$ cat src/hw/exec_pkg.sv
`default_nettype none

package exec_pkg;

    // sign position used by the sign-injection functions
    localparam int SIGN_BIT = 31;
    // shift amount width for SLL
    localparam int SHAMT_W = 5;

    // command opcodes encoded as in the stim file
    typedef enum logic [3:0] {
        OP_ADD     = 4'h0,
        OP_SUB     = 4'h1,
        OP_AND     = 4'h2,
        OP_OR      = 4'h3,
        OP_XOR     = 4'h4,
        OP_SLT     = 4'h5,
        OP_SLL     = 4'h6,
        OP_LI_X    = 4'h7,
        OP_LI_F    = 4'h8,
        OP_FSGNJ   = 4'h9,
        OP_FSGNJN  = 4'hA,
        OP_FSGNJX  = 4'hB,
        OP_FMV_X_W = 4'hC,
        OP_FMV_W_X = 4'hD,
        OP_CSEL    = 4'hE
    } exec_op_t;

    // functions handed from the decoder to the execute unit
    typedef enum logic [3:0] {
        FN_ADD   = 4'h0,
        FN_SUB   = 4'h1,
        FN_AND   = 4'h2,
        FN_OR    = 4'h3,
        FN_XOR   = 4'h4,
        FN_SLT   = 4'h5,
        FN_SLL   = 4'h6,
        FN_IMM   = 4'h7,
        FN_SGNJ  = 4'h8,
        FN_SGNJN = 4'h9,
        FN_SGNJX = 4'hA,
        FN_PASS1 = 4'hB,
        FN_CSEL  = 4'hC
    } alu_fn_t;

endpackage

`default_nettype wire

$ cat src/hw/regfile_pkg.sv
`default_nettype none

package regfile_pkg;

    // register address and data widths
    localparam int AWIDTH = 5;
    localparam int DWIDTH = 32;

    // bank that a read port or the write port addresses
    typedef enum logic {
        X_REG = 1'b0,
        F_REG = 1'b1
    } reg_bank_mux_t;

endpackage

`default_nettype wire

$ cat src/hw/op_decoder.sv
`default_nettype none
`timescale 1ns/100ps

module op_decoder (
    input  exec_pkg::exec_op_t         op_i,
    output regfile_pkg::reg_bank_mux_t rsrc1_o,
    output regfile_pkg::reg_bank_mux_t rsrc2_o,
    output regfile_pkg::reg_bank_mux_t rsrc3_o,
    output regfile_pkg::reg_bank_mux_t wdst_o,
    output logic                       wen_o,
    output exec_pkg::alu_fn_t          fn_o
);
    import regfile_pkg::*;
    import exec_pkg::*;

    always_comb begin
        // integer bank unless the opcode says otherwise
        rsrc1_o = X_REG;
        rsrc2_o = X_REG;
        rsrc3_o = X_REG;
        wdst_o  = X_REG;
        wen_o   = 1'b1;
        fn_o    = FN_ADD;

        case (op_i)
            OP_ADD:     fn_o = FN_ADD;
            OP_SUB:     fn_o = FN_SUB;
            OP_AND:     fn_o = FN_AND;
            OP_OR:      fn_o = FN_OR;
            OP_XOR:     fn_o = FN_XOR;
            OP_SLT:     fn_o = FN_SLT;
            OP_SLL:     fn_o = FN_SLL;
            OP_LI_X:    fn_o = FN_IMM;
            OP_LI_F: begin
                wdst_o = F_REG;
                fn_o   = FN_IMM;
            end
            OP_FSGNJ, OP_FSGNJN, OP_FSGNJX: begin
                rsrc1_o = F_REG;
                rsrc2_o = F_REG;
                wdst_o  = F_REG;
                if (op_i == OP_FSGNJ) begin
                    fn_o = FN_SGNJ;
                end else if (op_i == OP_FSGNJN) begin
                    fn_o = FN_SGNJN;
                end else begin
                    fn_o = FN_SGNJX;
                end
            end
            // F to X move
            OP_FMV_X_W: begin
                rsrc1_o = F_REG;
                fn_o    = FN_PASS1;
            end
            // X to F move
            OP_FMV_W_X: begin
                wdst_o = F_REG;
                fn_o   = FN_PASS1;
            end
            // rs3 is the condition
            OP_CSEL:    fn_o = FN_CSEL;
            default:    wen_o = 1'b0;
        endcase
    end

endmodule

`default_nettype wire

$ cat config.mk
export PLATFORM = sky130hd
export DESIGN_NAME = op_decoder
export DESIGN_NICKNAME = d
export VERILOG_FILES = /design/src/hw/exec_pkg.sv /design/src/hw/regfile_pkg.sv /design/src/hw/op_decoder.sv
export SDC_FILE = /design/constraint.sdc
export NUM_CORES = 1
export LEC_CHECK = 0
export BUFFER_PORTS_ARGS = -buffer_cell sky130_fd_sc_hd__buf_2
export CORE_AREA = 2 2 39 41
export DETAILED_ROUTE_END_ITERATION = 10
export DIE_AREA = 0 0 41 43
export PLACE_DENSITY = 0.31
export SLEW_MARGIN = 0
export SYNTH_ARGS = -nofsm -noshare
export SYNTH_HDL_FRONTEND = slang
export SYNTH_SLANG_ARGS = --single-unit
$ cat constraint.sdc
create_clock -name vclk -period 1.5
set_clock_uncertainty 0.15 [all_clocks]
set_input_delay 0.225 -clock vclk [all_inputs]
set_output_delay 0.225 -clock vclk [all_outputs]
set_load 0.03 [all_outputs]
; ---- Yosys cells after proc, flatten, opt, wreduce, memory -nomap -nowiden
; Cells that the tools add are included.
[totals]
ff_bits = 0
in_bits = 4
out_inout_bits = 9
word_cells = 28
[op_classes]
n_eq_ne = 14
n_mux = 7
n_reduce_logical = 7
[ops]
columns = cell, n
row1 = 4-bit case mux with 10 select lines, 1
row2 = "4-bit == test, second input constant", 7
row3 = "4-bit by 3-bit == test with 1-bit output, second input constant", 4
row4 = 15-bit OR reduction, 1
row5 = "4-bit by 2-bit == test with 1-bit output, second input constant", 2
row6 = 5-bit OR reduction, 1
row7 = "4-bit by 1-bit == test with 1-bit output, second input constant", 1
row8 = 4-bit logical NOT, 1
row9 = 1-bit 2-to-1 mux, 4
row10 = 2-bit 2-to-1 mux, 2
row11 = 2-bit OR reduction, 2
row12 = 4-bit OR reduction, 1
row13 = 3-bit OR reduction, 1

; ---- Longest topological paths before layout
; Gate-level depths: netlist of the first run.
[logic_depth]
ltp_word = 4
mapped_depth = 4
ltp_nobuf = 3

; ---- Least setup slack after synthesis of the first run
; OpenSTA, ideal clock, no wires.
[synth_timing]
kind = input port to output port
startpoint = in op_i[1]
endpoint = out wdst_o
arrival_ns = 1.010
required_ns = 1.125
slack_ns = 0.115
path_stages = 3
n_path_buf = 1
path_cell_list = buf_2 -> nand2b_1 -> a21oi_1
[synth_between]
elab_chain_len = 3
elab_cells_between_ends = 7
classes_between = eq/ne (5) / mux (1) / reduce/logical (1)
[synth_lines]
columns = item, line_no
row1 = start: declaration, op_decoder.sv:5  ; input exec_pkg::exec_op_t op_i,
row2 = 4-bit == test, op_decoder.sv:25  ; case (op_i)
row3 = 5-bit OR reduction (no line) (*), --
row4 = 1-bit 2-to-1 mux (*), op_decoder.sv:25
row5 = end: declaration, op_decoder.sv:9  ; output regfile_pkg::reg_bank_mux_t wdst_o,
; Mark *: on every way between the ends. The rest lies on a longest branch, timed or not.

; ---- Final worst setup path of the first run
[layout_timing]
startpoint = in op_i[2]
endpoint = out fn_o[2]
[layout_between]
elab_chain_len = 3
elab_cells_between_ends = 18
classes_between = eq/ne (14) / mux (1) / reduce/logical (3)
[layout_lines]
columns = item, line_no
row1 = 4-bit == test (tied with other cells), "op_decoder.sv:25, op_decoder.sv:42"
row2 = 3-bit OR reduction / 2-bit OR reduction (equally long branches), --
row3 = 4-bit case mux with 10 select lines (*), op_decoder.sv:25
row4 = end: declaration, op_decoder.sv:11  ; output exec_pkg::alu_fn_t fn_o
; Marked as above.

==> metrics.txt, run 1 <==
status=completed; Die Wd=approximately 41 um; Routed WL per cell=around 8.4 um; crit-path most repeated cell=buf_2; top post-synthesis cells by area=o21ai_1, nand2b_4, buf_6; CP endpoint kind=output port; Seq/Total Area, Yosys=0; switching share of power=0.690; post-synthesis compound-gate area fraction=0.317; global-route wire length before repair=~670 um; antenna violations before repair=0; dpl cell area=between 200 and 250 um^2; critical path's largest stage delay=about 0.19 ns; total negative slack=0 ns; Routed Wire Length=about 430 um; fill count=169; clock buf count=0; Antenna diodes=0; Slew Viols, Final=0; Reg area=0 um^2; part of the cycle the worst path needs=0.891; Post-layout nets=between 40 and 50; # setup viols final=0; vias in the first global route=between 150 and 200; main combinational cell family by area after synthesis=simple AND/OR/NAND/NOR gates; multiplexer share of the synthesized area=0; CP max-delay cell=buf_2; Avg Synthesized Cell Area=just under 6 um^2; residual DRC count=0; GRT Util Overall=0.0500; adder-cell share of the synthesized area=0; Fmax=around 0.75 GHz; GPL Wtd Cong=0.678; grt ovf=0; CP top delay family=buffers and inverters; crit-path max FO=9; Startpoint Class=input pin; Multi-input gate area=roughly 120 um^2; Seq Cell Count=0; Gate power share=1.000; die height=approximately 43 um; internal power=between 0.00002 and 0.00003 W; Post-Synth Simple-Gate Area=0.374; synthesized area=154 um^2; Initial Util=0.111; Final Cell Area=around 210 um^2; crit path DAT=0.96 ns; # port buffers=12; Core Region=~0.0014 mm^2; Worst VDD drop=just under 0.08 mV; drt pass-1 iters=2; sequential power share=0; Fin. Hold Viols=0; crit path time final=around 1.3 ns; via-per-instance ratio=3.67; I/O pin cnt=13; pin count of the biggest net entering global routing=10; P&R area growth vs syn=36.6%; RSZ-0062 raised after global routing=no; layout cells sized above 1=0.429; row count=14; Antenna Nets Post-Route=0; Post-CTS Setup Bufs=0; crit-path cells=buf_2 > nand2b_4 > o21ai_1 > a22o_1 > buf_2; maxcap violations=0; Synth Area in XOR/XNOR=0.0569; P_sw=~0.000064 W; cell area power density=439 mW/mm^2; DP HPWL=~360 um; top cell type by total area after synthesis=o21ai_1; unique cell type count in the Yosys netlist=19; DR vias=roughly 190; synth warn=0; Syn Inst Count=26; die area=approximately 0.0018 mm^2; Leakage Power=0.118 nW; Synth Net Count=30; CP required=about 1.1 ns; CP Buf/Inv Count=2; clock share of power=0; Yosys top cell area share=0.0976; CTS Hold Bufs=0; CTS resizes=0; min-delay worst type=input pin to output port; Iteration-0 DRC Markers=1; Synth top cells by count=nand2_1, o21ai_1, inv_2, nor2_1, o21ai_0; CP Class=input pin to output port
## path summary, 6_finish.rpt
check / cells past startpoint / endpoint / slack (ns) / start
min: 3 / fn_o[0] / 0.70 / op_i[0]
max: 5 / fn_o[2] / 0.16 / op_i[2]
## cell type report
cell class | count | area share
multi-input combinational | 20 | 0.565
inverter | 3 | 0.0536
tap | 16 | 0.0952
timing repair buffer | 12 | 0.286
## routing by layer
metal / global-route usage / part of all wire
met5: 0 / 0
met4: 0 / 0
met1: 0.0791 / 0.52
met3: 0.00524 / 0.13
met2: 0.0750 / 0.35
## cells in the final DEF, fill, tap and decap left out
master / count
nand2_1: 3
xnor2_1: 1
nand2b_1: 1
o21ai_0: 2
o21ai_1: 3
inv_1: 1
buf_2: 12
inv_2: 2
a22o_1: 1
a21oi_1: 1
nor2b_1: 1
nor2_1: 2
nand4_1: 1
conb_1: 1
o211a_1: 1
nand2b_4: 1
and3_1: 1
## tightest hold or removal path: cells and delay by family
family	cells	cell delay (ns)
buffers and inverters	2	0.32
AOI/OAI and AO/OA	1	0.08
## metrics by stage
stage / hold slack, ns / total power (W) / utilization / std cells / setup slack (ns)
2_1_floorplan: 0.459 / 0.0000706 / - / 26 / 0.115
3_3_place_gp: 0.698 / 0.0000935 / 0.152 / 51 / 0.162
3_5_place_dp: 0.698 / 0.0000930 / 0.152 / 51 / 0.165
4_1_cts: 0.698 / 0.0000931 / 0.152 / 51 / 0.164
5_1_grt: 0.721 / 0.000100 / 0.152 / 51 / 0.107
6_report: 0.699 / 0.0000924 / 0.152 / 51 / 0.164
## power by group through the flow
stage	registers [W]	clock network [W]	logic, W
2_1_floorplan	0	0	0.0000706
3_3_place_gp	0	0	0.0000935
3_5_place_dp	0	0	0.0000930
4_1_cts	0	0	0.0000931
5_1_grt	0	0	0.000100
6_report	0	0	0.0000924
## kinds of logic (layout without fill, tap and decap cells)
group / count (synthesis) / count (layout)
buf+inv: 6 / 15
compound gates: 8 / 8
xor+xnor: 1 / 1
simple gates: 10 / 10
other cells: 1 / 1
Note: power is estimated with default switching activity, not from simulation.
==> run 2, diff against run 1 <==
RECOVER_POWER = 50   (was default)
==> run 2 against run 1 <==
Compared with the run above: worst hold slack barely moved; count of clock-buffer cells in the layout did not move; via count did not move; maximum frequency fell by 2.3%; critical endpoint is now wdst_o.
==> metrics.txt, run 2 (same netlist as run 1, synthesis figures left out) <==
P&R area growth vs syn=35.0% (was 36.6%); Iteration-0 DRC Markers=1 (unchanged); post-layout worst setup margin=0.133 ns (was 0.164 ns); Worst VDD drop=0.0780 mV (was 0.0779 mV); GPL Wtd Cong=0.678 (unchanged); # port buffers=12 (unchanged); CP Class=input pin to output port (unchanged); crit path from=op_i[1] (was op_i[2]); Slew Viols, Final=0 (unchanged); Leakage Power=0.110 nW (was 0.118 nW); # setup viols final=0 (unchanged); Reg area=0 um^2 (unchanged); status=completed (unchanged); placed cell count=51 (unchanged); Fin. Hold Viols=0 (unchanged); Seq Cell Count=0 (unchanged); drt pass-1 iters=2 (unchanged); Routed WL per cell=8.39 um (was 8.41 um); most common cell after layout, fill and taps aside=buf_2 (unchanged); CP required=1.12 ns (about the same); vias in the first global route=159 (unchanged); GRT Util Overall=0.0500 (unchanged); crit path time final=1.37 ns (was 1.34 ns); I/O pin cnt=13 (unchanged); Post-CTS Setup Bufs=0 (unchanged); worst hold path startpoint=op_i[0] (unchanged); pin count of the biggest net entering global routing=10 (unchanged); via-per-instance ratio=3.67 (unchanged); Core Region=0.00138 mm^2 (unchanged); layout cells sized above 1=0.371 (was 0.429); part of the cycle the worst path needs=0.911 (was 0.891); Antenna diodes=0 (unchanged); Startpoint Class=input pin (unchanged); total negative slack=0 ns (unchanged); Antenna Nets Post-Route=0 (unchanged); die area=0.00176 mm^2 (unchanged); die height=43 um (unchanged); Routed Wire Length=428 um (was 429 um); Post-layout nets=41 (unchanged); Fmax=0.731 GHz (was 0.748 GHz); CTS Hold Bufs=0 (unchanged); DR vias=187 (unchanged); critical path capture point=wdst_o (was fn_o[2]); crit path DAT=0.99 ns (was 0.96 ns); crit-path max FO=8 (was 9); Setup WS pre-CTS=0.165 ns (unchanged); maxcap violations=0 (unchanged); DP HPWL=363 um (unchanged); Die Wd=41 um (unchanged); CTS resizes=0 (unchanged); non-filler instance count after layout=51 (unchanged); RSZ-0062 raised after global routing=no (unchanged); row count=14 (unchanged); cell area power density=441 mW/mm^2 (was 439 mW/mm^2); antenna violations before repair=0 (unchanged); min-delay worst type=input pin to output port (unchanged); CP endpoint kind=output port (unchanged); most frequent cells in the layout=buf_2, nand2_1, o21ai_1 (unchanged); global-route wire length before repair=669 um (unchanged); residual DRC count=0 (unchanged); Initial Util=0.111 (unchanged); clock buf count=0 (unchanged); grt ovf=0 (unchanged)
run 2: how the worst min path moves through the flow:
| stage | endpoint | depth (start not counted) | slack, ns |
|---|---|---|---|
| finish | fn_o[0] | 3 | 0.70 |
| CTS | fn_o[0] | 3 | 0.70 |
| floorplan | wdst_o | 2 | 0.46 |
| global route | fn_o[0] | 3 | 0.72 |
| global placement | fn_o[0] | 3 | 0.70 |
| detailed placement | fn_o[0] | 3 | 0.70 |
run 2: metal layers:
metal	track usage	part of all wire	vias up
met3	0.00524	0.13	0
met5	0	0	-
met2	0.0750	0.36	9
met4	0	0	0
li1	-	-	101
met1	0.0791	0.52	77
run 2: layout make-up:
type	instances	area, um^2
Fill cell	169	1180
Inverter	3	11.3
Multi-Input combinational cell	20	119
Tap cell	16	20.0
Timing Repair Buffer	12	57.6
run 2: where the power goes:
group          switching, W  internal, W
registers                 0            0
clock network             0            0
logic             0.0000639    0.0000277
run 2: worst max-delay path, cell delays in order:
cell	delay, ns
buf_2	0.15
nand2b_1	0.15
a21oi_1	0.14
clkbuf_1	0.33
run 2: per-stage QoR:
| step | util | hold WS [ns] | instance area (um^2) | power [W] |
|---|---|---|---|---|
| global route | 0.150 | 0.721 | 208 | 0.0000997 |
| finish | 0.150 | 0.700 | 208 | 0.0000916 |
| CTS | 0.152 | 0.698 | 210 | 0.0000931 |
| detailed placement | 0.152 | 0.698 | 210 | 0.0000930 |
| global placement | 0.152 | 0.698 | 210 | 0.0000935 |
| floorplan | - | 0.459 | 154 | 0.0000706 |
